<file path="src/logic/CacheTypes.sv">
// Cache geometry, CPU request and response structs, CPU op and line command enums
package CacheTypes;

    localparam int WordWidth = 32;
    localparam int WordsPerLine = 4;
    localparam int LineWidth = WordWidth * WordsPerLine;
    localparam int IndexWidth = 4;
    localparam int LineCount = 2 ** IndexWidth;
    localparam int TagWidth = 4;
    localparam int LineAddrWidth = TagWidth + IndexWidth;
    localparam int OffsetWidth = $clog2(WordsPerLine);
    localparam int WordAddrWidth = LineAddrWidth + OffsetWidth;

    typedef logic [WordWidth-1:0] Word_t;
    typedef logic [LineWidth-1:0] Line_t;
    typedef logic [IndexWidth-1:0] Index_t;
    typedef logic [TagWidth-1:0] Tag_t;
    typedef logic [OffsetWidth-1:0] Offset_t;
    // Tag above index
    typedef logic [LineAddrWidth-1:0] LineAddr_t;
    typedef logic [WordAddrWidth-1:0] WordAddr_t;

    typedef enum logic [1:0] {
        CpuOp_Load,
        CpuOp_Store,
        CpuOp_Invalidate
    } CpuOp;

    typedef struct packed {
        CpuOp op;
        WordAddr_t addr;
        Word_t wdata;
    } CpuRequest;

    typedef struct packed {
        Word_t rdata;
    } CpuResponse;

    // Line-level commands served by the replacer
    typedef enum logic [1:0] {
        CacheCommand_WriteThrough,
        CacheCommand_Replace,
        CacheCommand_Invalidate
    } CacheCommand;

endpackage
</file>
<file path="src/logic/DCacheController.sv">
// CPU-side FSM for hit checks, word merge, array write select and line commands
`timescale 1ns/1ps

module DCacheController (
    input  logic clk,
    input  logic rst,
    input  logic cpuReq,
    input  CacheTypes::CpuRequest cpuRequest,
    output logic cpuAck,
    output CacheTypes::CpuResponse cpuResponse,
    input  logic arrayReadValid,
    input  CacheTypes::Tag_t arrayReadTag,
    input  CacheTypes::Line_t arrayReadLine,
    output CacheTypes::Index_t arrayIndex,
    output logic arrayWriteEnable,
    output logic arrayWriteValid,
    output CacheTypes::Tag_t arrayWriteTag,
    output CacheTypes::Line_t arrayWriteLine,
    input  CacheTypes::Index_t replacerIndex,
    input  logic replacerWriteEnable,
    input  logic replacerWriteValid,
    input  CacheTypes::Tag_t replacerWriteTag,
    input  CacheTypes::Line_t replacerWriteLine,
    output logic cmdEnable,
    output CacheTypes::CacheCommand command,
    output CacheTypes::LineAddr_t commandAddr,
    input  logic done
);
    typedef enum logic [2:0] {
        Idle,
        Lookup,
        Refill,
        StoreWord,
        WriteThrough,
        Invalidate,
        Respond
    } State_t;

    State_t state;
    CacheTypes::Tag_t reqTag;
    CacheTypes::Index_t reqIndex;
    CacheTypes::Offset_t reqOffset;
    logic hit;
    logic wordWriteEnable;
    CacheTypes::Line_t wordWriteLine;
    CacheTypes::Word_t readWord;

    assign {reqTag, reqIndex, reqOffset} = cpuRequest.addr;
    assign hit = arrayReadValid && (arrayReadTag == reqTag);
    assign readWord = arrayReadLine[reqOffset * CacheTypes::WordWidth +: CacheTypes::WordWidth];
    assign wordWriteEnable = (state == StoreWord);

    // Store word dropped into the current line
    always_comb begin
        wordWriteLine = arrayReadLine;
        wordWriteLine[reqOffset * CacheTypes::WordWidth +: CacheTypes::WordWidth] =
            cpuRequest.wdata;
    end

    always_comb begin
        cmdEnable = (state == Refill) || (state == WriteThrough) || (state == Invalidate);
        commandAddr = {reqTag, reqIndex};
        case (state)
            Refill: command = CacheTypes::CacheCommand_Replace;
            Invalidate: command = CacheTypes::CacheCommand_Invalidate;
            default: command = CacheTypes::CacheCommand_WriteThrough;
        endcase

        arrayIndex = reqIndex;
        // Replacer owns the write port while a command runs
        arrayWriteEnable = wordWriteEnable || replacerWriteEnable;
        if (replacerWriteEnable) begin
            arrayWriteValid = replacerWriteValid;
            arrayWriteTag = replacerWriteTag;
            arrayWriteLine = replacerWriteLine;
        end else begin
            arrayWriteValid = 1'b1;
            arrayWriteTag = reqTag;
            arrayWriteLine = wordWriteLine;
        end
    end

    always_ff @(posedge clk) begin
        if (rst) begin
            state <= Idle;
            cpuAck <= 1'b0;
        end else begin
            case (state)
                Idle: begin
                    if (cpuReq) begin
                        state <= Lookup;
                    end
                end
                Lookup: begin
                    if (cpuRequest.op == CacheTypes::CpuOp_Invalidate) begin
                        if (hit) begin
                            state <= Invalidate;
                        end else begin
                            // Nothing cached for this address
                            cpuAck <= 1'b1;
                            state <= Respond;
                        end
                    end else if (!hit) begin
                        state <= Refill;
                    end else if (cpuRequest.op == CacheTypes::CpuOp_Store) begin
                        state <= StoreWord;
                    end else begin
                        cpuAck <= 1'b1;
                        state <= Respond;
                    end
                end
                // Check again once the line is in
                Refill: begin
                    if (done) begin
                        state <= Lookup;
                    end
                end
                StoreWord: state <= WriteThrough;
                WriteThrough, Invalidate: begin
                    if (done) begin
                        cpuAck <= 1'b1;
                        state <= Respond;
                    end
                end
                default: begin
                    if (!cpuReq) begin
                        cpuAck <= 1'b0;
                        state <= Idle;
                    end
                end
            endcase
        end
    end

    always_ff @(posedge clk) begin
        if ((state == Lookup) && hit) begin
            cpuResponse.rdata <= readWord;
        end
    end

endmodule

</file>
<file path="config.mk">
export PLATFORM = sky130hd
export DESIGN_NAME = DCacheController
export DESIGN_NICKNAME = d
export VERILOG_FILES = /design/src/logic/CacheTypes.sv /design/src/logic/DCacheController.sv
export SDC_FILE = /design/constraint.sdc
export NUM_CORES = 1
export LEC_CHECK = 0
export ABC_AREA = 1
export BUFFER_PORTS_ARGS = -buffer_cell sky130_fd_sc_hd__buf_2
export CAP_MARGIN = 20
export CORE_AREA = 4 4 191 193
export CTS_BUF_LIST = sky130_fd_sc_hd__clkbuf_8
export DETAILED_ROUTE_END_ITERATION = 16
export DIE_AREA = 0 0 195 197
export SYNTH_ARGS = -nofsm -noshare
export SYNTH_HDL_FRONTEND = slang
export SYNTH_SLANG_ARGS = --single-unit
</file>
<file path="constraint.sdc">
create_clock -name clk -period 4.5 [get_ports clk]
set_clock_uncertainty 0.2 [all_clocks]
set_input_delay 0.45 -clock clk [delete_from_list [all_inputs] [get_ports clk]]
set_output_delay 0.45 -clock clk [all_outputs]
set_load 0.01 [all_outputs]
</file>
# == Yosys cells after proc, flatten, opt, wreduce, memory -nomap -nowiden ==
# Cells that the tools add are included.
# totals
reg_bits,36
output_inout_bits,182
# op_classes
bitwise_logic,1
n_reduce_logical,10
add_sub_neg,1
muxes,21
n_shift,3
eq_ne,16
# op_table
op,n
$bwmux W128,1
$mux W128,1
$shift A32 B34 Y128 const A,1
$shiftx A128 B8 Y32,1
$shiftx A32 B34 Y128,1
$neg A7 Y34,1
$mux W3,7
$pmux W3 S5,1
$ne A3 B3 Y1 const B,3
$mux W1,7
$eq A3 B2 Y1 const B,2
$eq A3 B3 Y1 const B,2
$ne A2 B2 Y1 const B,3
$ne A6 B1 Y1 const B,1
$reduce_and A6 Y1,1
$eq A4 B4 Y1,1
$mux W4,1
$pmux W2 S2,1
$reduce_and A4 Y1,1
$eq A3 B1 Y1 const B,1
$logic_not A3 Y1,1
$logic_or A1 B1 Y1,3
$ne A3 B1 Y1 const B,1
$pmux W1 S3,1
7 further kinds,8

# == Logic depth before layout (Yosys ltp) ==
# Gate-level depths: netlist of the first run.
# logic_depth
ltp_word,5
mapped_depth,11
depth_no_buf,11

# == Least setup slack after synthesis of the first run ==
# Ideal clock, no wire load.
# synth_path
kind,input port to output port
startpoint,in cpuRequest[32] in the netlist's numbering
endpoint,out arrayWriteLine[106]
setup_slack_ns,1.678
stages,8
arrival_time_ns,2.172
cell_sequence,buf_6 > inv_2 > buf_2 > buf_2 > ha_1 > nor3_1 > a22oi_1 > o21ai_0
# synth_via
elab_chain_cells,4
elab_cells_between_ends,5
# synth_lines
item,line,source
from (decl),DCacheController.sv:8,"input CacheTypes::CpuRequest cpuRequest,"
$neg A7 Y34 (*),DCacheController.sv:56,wordWriteLine[reqOffset * CacheTypes::WordWidth +: CacheTypes::WordWidth] =
$shiftx A32 B34 Y128 or $shift A32 B34 Y128 (tied branches),DCacheController.sv:56,
$bwmux W128 (*),DCacheController.sv:56,
$mux W128 (*),DCacheController.sv:72,if (replacerWriteEnable) begin
to (decl),DCacheController.sv:18,"output CacheTypes::Line_t arrayWriteLine,"
# Mark *: on every way between the ends. The rest lies on a longest branch, timed or not.

# == Worst setup path after layout of the first run ==
# layout_path
startpoint,in cpuRequest[33] in the netlist's numbering
endpoint,out arrayWriteLine[72]
# Same word-level chain as after synthesis.

==> PnR_summary.wiki, run 1 <==
{| class="wikitable"
! Metric !! Value
|-
| Outcome || finished, final reports clean
|-
| Commonest cells after routing, fill and taps aside || 482 x buf_2, 189 x nand2_1, 152 x o21ai_0, 143 x nor2_1, 80 x a21oi_1
|-
| Number of buffers inserted by post-CTS setup repair || 0
|-
| Max_cap viols || 0
|-
| Critical path class || primary input to output pin
|-
| Number of nets in the finished design || between 1500 and 2000
|-
| Via-to-Cell Ratio || ~4.8
|-
| RSZ-0062 raised after global routing || no
|-
| Critical path launch point type || primary input
|-
| Chip height || 197 um
|-
| Peak supply drop || ~0.000095 V
|-
| Total DRC errors in the routed layout || 0
|-
| Site row count || 68
|-
| Sequential-to-total area share from yosys stat || approximately 20%
|-
| Number of buffers added to fix hold violations after cts || 0
|-
| Leakage || approximately 3.9 nW
|-
| Required arrival time at the worst endpoint || 3.85 ns
|-
| Number of global-route vias before repair || just over 8000
|-
| Clock transition at the registers of the reported paths || approximately 0.1 ns
|-
| Slew Limit Fails || 0
|-
| Most frequent standard cell in the layout excluding fill and tap cells || buf_2
|-
| Final-report hold violation count || 0
|-
| Weighted congestion at the end of routability-driven global placement || ~0.95
|-
| # setup viols final || 0
|-
| Final TNS setup || 0 ns
|-
| Pre-Repair DR Iteration Count || 7
|-
| Total cell area at the placement stage || 7908 um2
|-
| PostCTS Resize Cnt || 0
|-
| Pin count of the biggest net entering global routing || roughly 130
|-
| Total detailed-routing wirelength || between 30000 and 40000 um
|-
| Remaining number of nets flagged by the antenna check after routing || 0
|-
| Placed wire-length estimate after detailed placement || 27510 um
|-
| Floorplan die width || between 150 and 200 um
|-
| Yosys reg bits || 36
|-
| Category of the worst setup path capture point || output pin
|-
| Gr ovfl total || 0
|-
| Area Overhead vs Synth || 54.04%
|-
| Starting Density || 15.01%
|-
| Class of the tightest hold or removal check || primary input to register
|-
| Maximum fanout encountered on the critical timing path || 19
|-
| H-tree levels || 2
|-
| Clock tree from TritonCTS || built
|-
| Buffers from clock root to sink, at most || 2
|-
| Upper clock frequency limit || between 200 and 300 MHz
|-
| Fin crit share || approximately 77%
|-
| Initial antenna violation count || 1
|-
| Syn_area_per_cell || between 5 and 6 um2
|-
| Yosys synthesis warning count || 0
|-
| Number of vias in the routed layout || around 8400
|-
| Clock Sink Count || 36
|-
| Die ar. || between 30000 and 40000 um2
|-
| Synthesized netlist net count || roughly 1200
|-
| Clock period minus final worst setup slack || around 3.4 ns
|-
| Data arrival time of the critical path || ~2.8 ns
|-
| Total global-route track usage || 17.45%
|-
| Wire length of the first global-routing pass || between 50000 and 60000 um
|-
| Transition time at the pin with the least slew margin || ~1.1 ns
|-
| Netlist cell types || 27
|-
| Initial drt markers || around 740
|-
| Final antenna diode count || 0
|-
| Clock latency of the later-clocked register in the worst-skew pair || 0.32 ns
|-
| Root buffer cell || clkbuf_8
|-
| Input/output buffers || ~480
|-
| Worst slew margin relative to its limit || just under 30%
|-
| PwrDens || 192.0 nW/um2
|-
| I/O pin cnt || roughly 500
|-
| Number of cells produced by synthesis || between 800 and 900
|-
| Num CTS Buffers || 5
|-
| Average detailed-routed wire length per instance || 20.80 um
|-
| Final instance area || 7989 um2
|-
| Fraction of final layout cells sized beyond drive strength 1 || 40.69%
|-
| Total standard cell area after synthesis || 5186 um2
|-
| Area of the placeable core || ~35000 um2
|}
-- worst paths after layout --
check                 startpoint                  to  slack [ns]  cells past startpoint
hold reg to reg         state[0]            state[0]        0.34                      2
hold / removal               rst            state[0]        0.13                      2
setup / recovery  cpuRequest[33]  arrayWriteLine[72]        1.06                      9
setup reg to reg        state[0]      cpuResponse[7]        2.29                      5
-- synthesized netlist by cell type --
master    instances  area (um2)
clkinv_1          1       3.750
or2_2             1       6.260
o21ai_1           6       30.03
a31oi_1           1       6.260
nand2_1         189       709.4
buf_2            24       120.1
a22oi_1          64       480.5
buf_1             1       3.750
inv_2             3       11.26
nor2_1          144       540.5
dfxtp_1           4       80.08
nor4_4            1       21.27
xnor2_1           1       8.760
clkbuf_1         46       172.7
nor3_1            1       5.000
nand3_1           9       45.04
buf_4            15       112.6
o22ai_1          32       200.2
o21ai_0         152       760.7
a21oi_1          80       400.4
inv_1            28       105.1
edfxtp_1         32       960.9
nor2_2            4       25.02
buf_6             7       78.83
o31ai_1           1       7.510
a32oi_1          26       227.7
ha_1              5       62.56
-- cells by family (layout without fill, tap and decap cells) --
family,count (synthesis),after routing,share of synthesized area (%)
compound gates,362,362,40.75
simple gates,349,349,26.08
buf+inv,125,547,11.73
flops,36,36,20.07
fa+ha+maj,5,5,1.206
xor+xnor,1,1,0.1689
-- report_power, final --
| part | switching [W] | total [W] | internal [W] | leakage, nW |
|---|---|---|---|---|
| Sequential | 0.0000172 | 0.000405 | 0.000388 | 0.321 |
| Combinational | 0.000524 | 0.000852 | 0.000329 | 3.48 |
| Clock | 0.000171 | 0.000277 | 0.000106 | 0.0505 |
| Total | 0.000712 | 0.00153 | 0.000822 | 3.86 |
-- state kept, by name (all words and copies together), names as in the netlist --
register	flops
cpuResponse	32
state	3
cpuAck	1
-- metal layers --
| layer | track usage [%] | routed length, um | vias to the layer above |
|---|---|---|---|
| li1 | - | - | 3920 |
| met1 | 22.53 | 14590 | 3861 |
| met2 | 29.72 | 17480 | 546 |
| met3 | 2.803 | 3307 | 71 |
| met4 | 5.974 | 1127 | 0 |
| met5 | 0 | 0 | - |
-- critical path: stages --
cell and delay, ns:
buf_2 0.13, inv_2 0.20, ha_1 0.54, nand2_1 0.14
nor2_4 0.37, buf_4 0.38, a32oi_1 0.19, o21ai_0 0.19
buf_2 0.16
-- layout make-up --
class                      count  area, um2
clock inverter                 3      12.51
inverter                      32      121.4
timing repair buffer         507       2616
fill                        4005      26550
tap                          455      569.3
sequential                    36       1041
clock buffer                   5      68.82
multi-input combinational    717       3560
-- through the flow --
stage | hold slack (ns) | cells | total power (W) | utilization, % | worst slack, ns
floorplan | 0.2842 | 878 | 0.0008412 | - | 1.678
global placement | 0.3198 | 1747 | 0.001258 | 22.89 | 1.077
detailed placement | 0.3259 | 1747 | 0.001259 | 22.89 | 1.052
CTS | 0.1023 | 1755 | 0.001559 | 23.13 | 1.033
global route | 0.1154 | 1755 | 0.001654 | 23.13 | 0.8704
finish | 0.1345 | 1755 | 0.001534 | 23.13 | 1.057
Power figures use the tool's default switching activity.
==> run 2: changes to the inputs <==
- CORE_AREA: 4 4 191 193 -> 4 4 193 195
- DIE_AREA: 0 0 195 197 -> 0 0 197 199
- clock period: 4.5 -> 3.5 ns (I/O delays scaled with it)
==> PnR_summary.wiki, run 2 (same netlist as run 1, synthesis figures left out) <==
{| class="wikitable"
! Metric !! Value
|-
| Largest register FFs || 32 (unchanged)
|-
| Multi-input gate area || 3560 um2 (unchanged)
|-
| Weighted congestion at the end of routability-driven global placement || 0.9547 (+0.49%)
|-
| Transition time at the pin with the least slew margin || 0.7308 ns (-0.3372 ns)
|-
| Commonest cells after routing, fill and taps aside || 483 x buf_2, 189 x nand2_1, 152 x o21ai_0, 143 x nor2_1, 80 x a21oi_1
|-
| Worst slew margin relative to its limit || 51.28% (+22 points)
|-
| Final TNS setup || 0 ns (unchanged)
|-
| Slowest stage cell, crit path || buf_4
|-
| Chip height || 199 um (+1.0%)
|-
| Register area || 1041 um2 (unchanged)
|-
| Switching Fraction || 44.24% (-2.2 points)
|-
| Part of the total power dissipated in combinational logic || 54.0% (-1.6 points)
|-
| Area Overhead vs Synth || 56.28%
|-
| Clock tree from TritonCTS || built
|-
| Floorplan die width || 197 um (+1.0%)
|-
| Wire length of the first global-routing pass || 50290 um (-1.8%)
|-
| Placed wire-length estimate after detailed placement || 27770 um (+0.95%)
|-
| Area of the placeable core || 35400 um2 (+2.5%)
|-
| PwrDens || 251.6 nW/um2 (+31%)
|-
| Outcome || finished, final reports clean
|-
| Number of global-route vias before repair || 8058 (-0.62%)
|-
| Total global-route track usage || 16.89% (-0.56 points)
|-
| Clock latency of the later-clocked register in the worst-skew pair || 0.30 ns (-0.02 ns)
|-
| PostCTS Resize Cnt || 0 (unchanged)
|-
| Total detailed-routing wirelength || 36070 um (-1.2%)
|-
| Internal power || 0.001137 W (+38%)
|-
| Top register by number of flip-flops || cpuResponse
|-
| Worst Hold End || cpuResponse[23]
|-
| Final-report hold violation count || 0 (unchanged)
|-
| Data arrival time of the critical path || 2.43 ns (-0.36 ns)
|-
| Fraction of final layout cells sized beyond drive strength 1 || 41.09% (+0.39 points)
|-
| Reg2reg start || state[0]
|-
| Worst Reg-to-Reg Cells || 5 (unchanged)
|-
| Clock transition at the registers of the reported paths || 0.10 ns (about the same)
|-
| Critical register-to-register path endpoint || cpuResponse[20]
|-
| Category of the worst setup path capture point || output pin
|-
| Maximum fanout encountered on the critical timing path || 34 (+15)
|-
| H-tree levels || 2 (unchanged)
|-
| Slowest stage delay, CP || 0.42 ns (-0.12 ns)
|-
| Gr ovfl total || 0 (unchanged)
|-
| Critical path class || primary input to output pin
|-
| Slew Limit Fails || 0 (unchanged)
|-
| Largest registers || cpuResponse (32), state (3), cpuAck (1)
|-
| Post-route non-filler standard cell count || 1770 (+0.85%)
|-
| Initial antenna violation count || 2 (+1)
|-
| WP buf/inv || 5 (+1)
|-
| Number of vias in the routed layout || 8282 (-1.4%)
|-
| Peak supply drop || 0.0002163 V (+130%)
|-
| Fin crit share || a little under nine tenths
|-
| Leakage || 3.910 nW (+1.4%)
|-
| Count of cells along the worst hold path || 3 (+1)
|-
| Upper clock frequency limit || about 340 MHz
|-
| Starting Density || 14.65% (-0.36 points)
|-
| Required arrival time at the worst endpoint || 2.95 ns (-0.90 ns)
|-
| Die ar. || 39200 um2 (+2.1%)
|-
| Average detailed-routed wire length per instance || 20.38 um (-2.0%)
|-
| Max_cap viols || 0 (unchanged)
|-
| Input/output buffers || 484 (unchanged)
|-
| Critical path launch point type || primary input
|-
| Startpoint of the tightest hold check path || arrayReadLine[23]
|-
| Remaining number of nets flagged by the antenna check after routing || 0 (unchanged)
|-
| Num CTS Buffers || 5 (unchanged)
|-
| Top cell family by delay on the critical path || buffers and inverters
|-
| CP dominant cell by count || buf_2
|-
| List of cells traversed by the critical path || buf_2 > buf_4 > ha_1 > inv_2 > nor2_4 > buf_12 > a32oi_1 > o21ai_0 > buf_2
|-
| Setup slack on the worst flop-to-flop path || 1.48 ns (-0.81 ns)
|-
| # setup viols final || 0 (unchanged)
|-
| Via-to-Cell Ratio || 4.679 (-2.2%)
|-
| RSZ-0062 raised after global routing || no
|-
| Clock period minus final worst setup slack || 2.982 ns
|-
| Number of fill cells || 4114 (+2.7%)
|-
| I/O pin cnt || 501 (unchanged)
|-
| Pre-Repair DR Iteration Count || 5 (-2)
|-
| Overall power after layout || 0.002040 W (+33%)
|-
| Most frequent standard cell in the layout excluding fill and tap cells || buf_2
|-
| Cell count after placement || 1759 (+0.69%)
|-
| Reported net switching power || 0.0009022 W (+27%)
|-
| Number of buffers inserted by post-CTS setup repair || 0 (unchanged)
|-
| Class of the tightest hold or removal check || primary input to register
|-
| Clock network fraction of design power || 20.4% (+2.3 points)
|-
| Initial drt markers || 614 (-17%)
|-
| Total DRC errors in the routed layout || 0 (unchanged)
|-
| Number of nets in the finished design || 1630 (+0.43%)
|-
| Root buffer cell || clkbuf_8
|-
| Clock Sink Count || 36 (unchanged)
|-
| Part of the power in registers || 25.6% (-0.8 points)
|-
| Number of buffers added to fix hold violations after cts || 1 (+1)
|-
| Buffers from clock root to sink, at most || 2 (unchanged)
|-
| Pin count of the biggest net entering global routing || 118 (-8.5%)
|-
| Site row count || 69 (+1.5%)
|}
==> run 2: cell count changes in the layout (fill, tap and decap cells not counted) <==
cell / before / now
buf_2: 482 / 483
inv_1: 25 / 24
inv_2: 7 / 8
diode_2: 0 / 2
buf_12: 1 / 3
bufinv_16: 0 / 1
clkinv_1: 1 / 0
dlygate4sd3_1: 0 / 1
buf_4: 23 / 26
==> run 2: layout make-up <==
type | count | share of cell area [%]
Clock inverter | 3 | 0.4785
Tap cell | 461 | 7.116
Antenna cell | 2 | 0.06175
Clock buffer | 5 | 0.8490
Multi-Input combinational cell | 717 | 43.92
Sequential cell | 36 | 12.84
Timing Repair Buffer | 514 | 33.24
Inverter | 32 | 1.497
==> run 2: worst max-delay path by stage <==
stage,start,to,cells after the start
final,cpuRequest[33],arrayWriteLine[86],9
after global routing,cpuRequest[33],arrayWriteLine[13],10
after CTS,cpuRequest[33],arrayWriteLine[16],10
after detailed placement,cpuRequest[33],arrayWriteLine[16],10
after global placement,cpuRequest[33],arrayWriteLine[86],9
after floorplan,cpuRequest[38],cpuResponse[0],6
==> run 2: per-stage QoR <==
stage                     instance area (um2)  util (%)  setup WS [ns]  hold slack [ns]
after floorplan                          5186         -         0.8044           0.2191
after global placement                   7983     22.55         0.5115           0.3175
after detailed placement                 7983     22.55         0.5526           0.3306
after CTS                                8100     22.88         0.5400           0.1551
after global routing                     8105     22.90         0.4074           0.1970
final                                    8105     22.90         0.5179           0.1865
==> run 2: routing by layer <==
layer  wire length, um  vias to the layer above  share of wire [%]  GRT usage (%)
met3              3188                       61                8.8          3.388
li1                  -                     3938                  -              -
met1             14220                     3803                 39          20.92
met5                 0                        -                  0              0
met4               972                        0                2.7          5.547
met2             17690                      480                 49          29.40
==> run 2: worst reg2reg max path, stage by stage, from the launching register on <==
cell and delay (ns):
dfxtp_1 0.41, inv_1 0.08, nor2_1 0.17, nand2_1 0.13
nor2_4 0.33, buf_4 0.37
==> run 2: power groups by stage <==
stage	Clock, W	Combinational [W]	Sequential [W]
after floorplan	0	0.000550	0.000531
after global placement	0	0.00109	0.000530
after detailed placement	0	0.00110	0.000531
after CTS	0.000443	0.00110	0.000522
after global routing	0.000457	0.00121	0.000527
final	0.000416	0.00110	0.000522
==> run 3: changes to the inputs <==
==> constraint.sdc (replaced) <==
create_clock -name clk -period 3.5 [get_ports clk]
set_clock_uncertainty 0.2 [all_clocks]
set_input_delay 0 -clock clk [delete_from_list [all_inputs] [get_ports clk]]
set_output_delay 0 -clock clk [all_outputs]
set_load 0.01 [all_outputs]
==> PnR_summary.wiki, run 3 (same netlist as run 1, synthesis figures left out) <==
{| class="wikitable"
! Metric !! Value
|-
| Outcome || finished, final reports clean
|-
| I/O pin cnt || 501 (unchanged)
|-
| Class of the tightest hold or removal check || primary input to output pin
|-
| Initial drt markers || 751 (+22%)
|-
| Area Overhead vs Synth || 69.94%
|-
| Switching Fraction || 43.78% (-0.45 points)
|-
| Fraction of final layout cells sized beyond drive strength 1 || 38.52% (-2.6 points)
|-
| Pin count of the biggest net entering global routing || 134 (+14%)
|-
| Clock latency of the later-clocked register in the worst-skew pair || 0.33 ns (+0.03 ns)
|-
| Clock network fraction of design power || 18.3% (-2.1 points)
|-
| Number of global-route vias before repair || 8424 (+4.5%)
|-
| Part of the power in registers || 24.4% (-1.2 points)
|-
| Gr ovfl total || 0 (unchanged)
|-
| Slowest stage delay, CP || 0.56 ns (+0.14 ns)
|-
| Slew Limit Fails || 0 (unchanged)
|-
| Chip height || 199 um (unchanged)
|-
| Peak supply drop || 0.0001268 V (-41%)
|-
| Pre-Repair DR Iteration Count || 5 (unchanged)
|-
| Initial antenna violation count || 1 (-1)
|-
| Max_cap viols || 0 (unchanged)
|-
| Top cell family by delay on the critical path || simple AND/OR/NAND/NOR gates
|-
| Number of buffers inserted by post-CTS setup repair || 0 (unchanged)
|-
| Input/output buffers || 484 (unchanged)
|-
| Maximum fanout encountered on the critical timing path || 18 (-47%)
|-
| # setup viols final || 0 (unchanged)
|-
| Final antenna diode count || 0 (-2)
|-
| Total detailed-routing wirelength || 37610 um (+4.3%)
|-
| Area of the placeable core || 35400 um2 (unchanged)
|-
| Weighted congestion at the end of routability-driven global placement || 0.9171 (-3.9%)
|-
| Data arrival time of the critical path || 2.75 ns (+0.32 ns)
|-
| Crit. path cell count || 10 (+1)
|-
| Fin crit share || 76.27% (-8.9 points)
|-
| RSZ-0062 raised after global routing || no
|-
| Most frequent standard cell in the layout excluding fill and tap cells || buf_2
|-
| Upper clock frequency limit || 374.6 MHz (+12%)
|-
| Clock Sink Count || 36 (unchanged)
|-
| Slowest stage cell, crit path || dlygate4sd3_1
|-
| Placed wire-length estimate after detailed placement || 27590 um (-0.66%)
|-
| PwrDens || 242.6 nW/um2 (-3.6%)
|-
| Worst slew margin relative to its limit || 29.33% (-22 points)
|-
| Worst Reg-to-Reg Cells || 10 (+5)
|-
| Critical path launch point type || register
|-
| Overall power after layout || 0.002138 W (+4.8%)
|-
| Clock transition at the registers of the reported paths || 0.09 ns (about the same)
|-
| Clock period minus final worst setup slack || 2.670 ns (-0.3125 ns)
|-
| Largest register FFs || 32 (unchanged)
|-
| Final TNS setup || 0 ns (unchanged)
|-
| Smallest hold slack || 0.02223 ns (-0.1643 ns)
|-
| Commonest cells after routing, fill and taps aside || 483 x buf_2, 189 x nand2_1, 152 x o21ai_0, 143 x nor2_1, 80 x a21oi_1
|-
| Part of the total power dissipated in combinational logic || 57.3% (+3.3 points)
|-
| Critical path class || register to register
|-
| Internal power || 0.001202 W (+5.7%)
|-
| Total global-route track usage || 17.74% (+0.85 points)
|-
| CP dominant cell by count || nand2_1
|-
| Floorplan die width || 197 um (unchanged)
|-
| Num CTS Buffers || 5 (unchanged)
|-
| Wire length of the first global-routing pass || 52570 um (+4.5%)
|-
| Average detailed-routed wire length per instance || 20.47 um (+0.45%)
|-
| Reg2reg start || state[0]
|-
| Leakage || 4.199 nW (+7.4%)
|-
| Buffers from clock root to sink, at most || 2 (unchanged)
|-
| Root buffer cell || clkbuf_8
|-
| Required arrival time at the worst endpoint || 3.58 ns (+0.63 ns)
|-
| Starting Density || 14.65% (unchanged)
|-
| Critical path capture point || state[0]
|-
| Number of nets in the finished design || 1699 (+4.2%)
|-
| Via-to-Cell Ratio || 4.732 (+1.1%)
|-
| H-tree levels || 2 (unchanged)
|-
| Startpoint of the most critical setup path || state[0]
|-
| Die ar. || 39200 um2 (unchanged)
|-
| Critical register-to-register path endpoint || state[0]
|-
| Final-report hold violation count || 0 (unchanged)
|-
| Setup slack on the worst flop-to-flop path || 0.83 ns (-0.65 ns)
|-
| Site row count || 69 (unchanged)
|-
| List of cells traversed by the critical path || inv_1 > nor2_1 > nand2_1 > nor2_4 > buf_12 > nand2_1 > nand2_1 > nand2_1 > a21oi_1 > dlygate4sd3_1
|-
| Category of the worst setup path capture point || register
|-
| Clock tree from TritonCTS || built
|-
| Reported net switching power || 0.0009360 W (+3.7%)
|-
| Number of vias in the routed layout || 8693 (+5.0%)
|-
| Largest registers || cpuResponse (32), state (3), cpuAck (1)
|-
| WP buf/inv || 3 (-2)
|-
| Transition time at the pin with the least slew margin || 1.059 ns (+0.3278 ns)
|-
| Top register by number of flip-flops || cpuResponse
|-
| Total DRC errors in the routed layout || 0 (unchanged)
|-
| Remaining number of nets flagged by the antenna check after routing || 0 (unchanged)
|}
## run 3: routing by layer
layer | global-route usage [%] | part of all wire (%)
met2 | 30.16 | 48
met4 | 5.932 | 2.6
met1 | 22.83 | 40
met5 | 0 | 0.035
met3 | 3.015 | 9.0
## run 3: worst min-delay path by stage
stage | startpoint | end | cells after the start
floorplan | rst | state[0] | 1
global placement | cpuRequest[35] | commandAddr[1] | 0
detailed placement | cpuRequest[35] | commandAddr[1] | 0
CTS | cpuRequest[42] | cpuAck | 8
global route | cpuRequest[41] | commandAddr[7] | 2
finish | cpuRequest[39] | commandAddr[5] | 2
## run 3: layout make-up
| cell class | instances | area (um2) |
|---|---|---|
| sequential | 36 | 1041 |
| timing repair buffer | 583 | 3415 |
| multi-input combinational | 717 | 3560 |
| tap | 461 | 576.8 |
| fill | 4028 | 26580 |
| inverter | 32 | 121.4 |
| clock inverter | 1 | 3.754 |
| clock buffer | 7 | 96.34 |
## run 3: per-stage QoR
stage	worst slack [ns]	area, um2	cells	util, %
after global routing	0.5501	8813	1837	24.90
after detailed placement	1.073	7943	1752	22.44
after CTS	0.7705	8813	1837	24.90
after global placement	1.091	7943	1752	22.44
final	0.8304	8813	1837	24.90
after floorplan	0.8807	5186	878	-
## run 3: timing repair
item	CTS	global route
gates resized for setup	0	0
endpoints found under the hold margin	44	0
hold buffers	77	0
## run 3: power by group through the flow
stage	combinational, W	clock [W]	sequential, W
after CTS	0.00122	0.000411	0.000522
after detailed placement	0.00109	0	0.000531
after global routing	0.00134	0.000425	0.000526
after floorplan	0.000550	0	0.000531
final	0.00123	0.000391	0.000522
after global placement	0.00109	0	0.000531
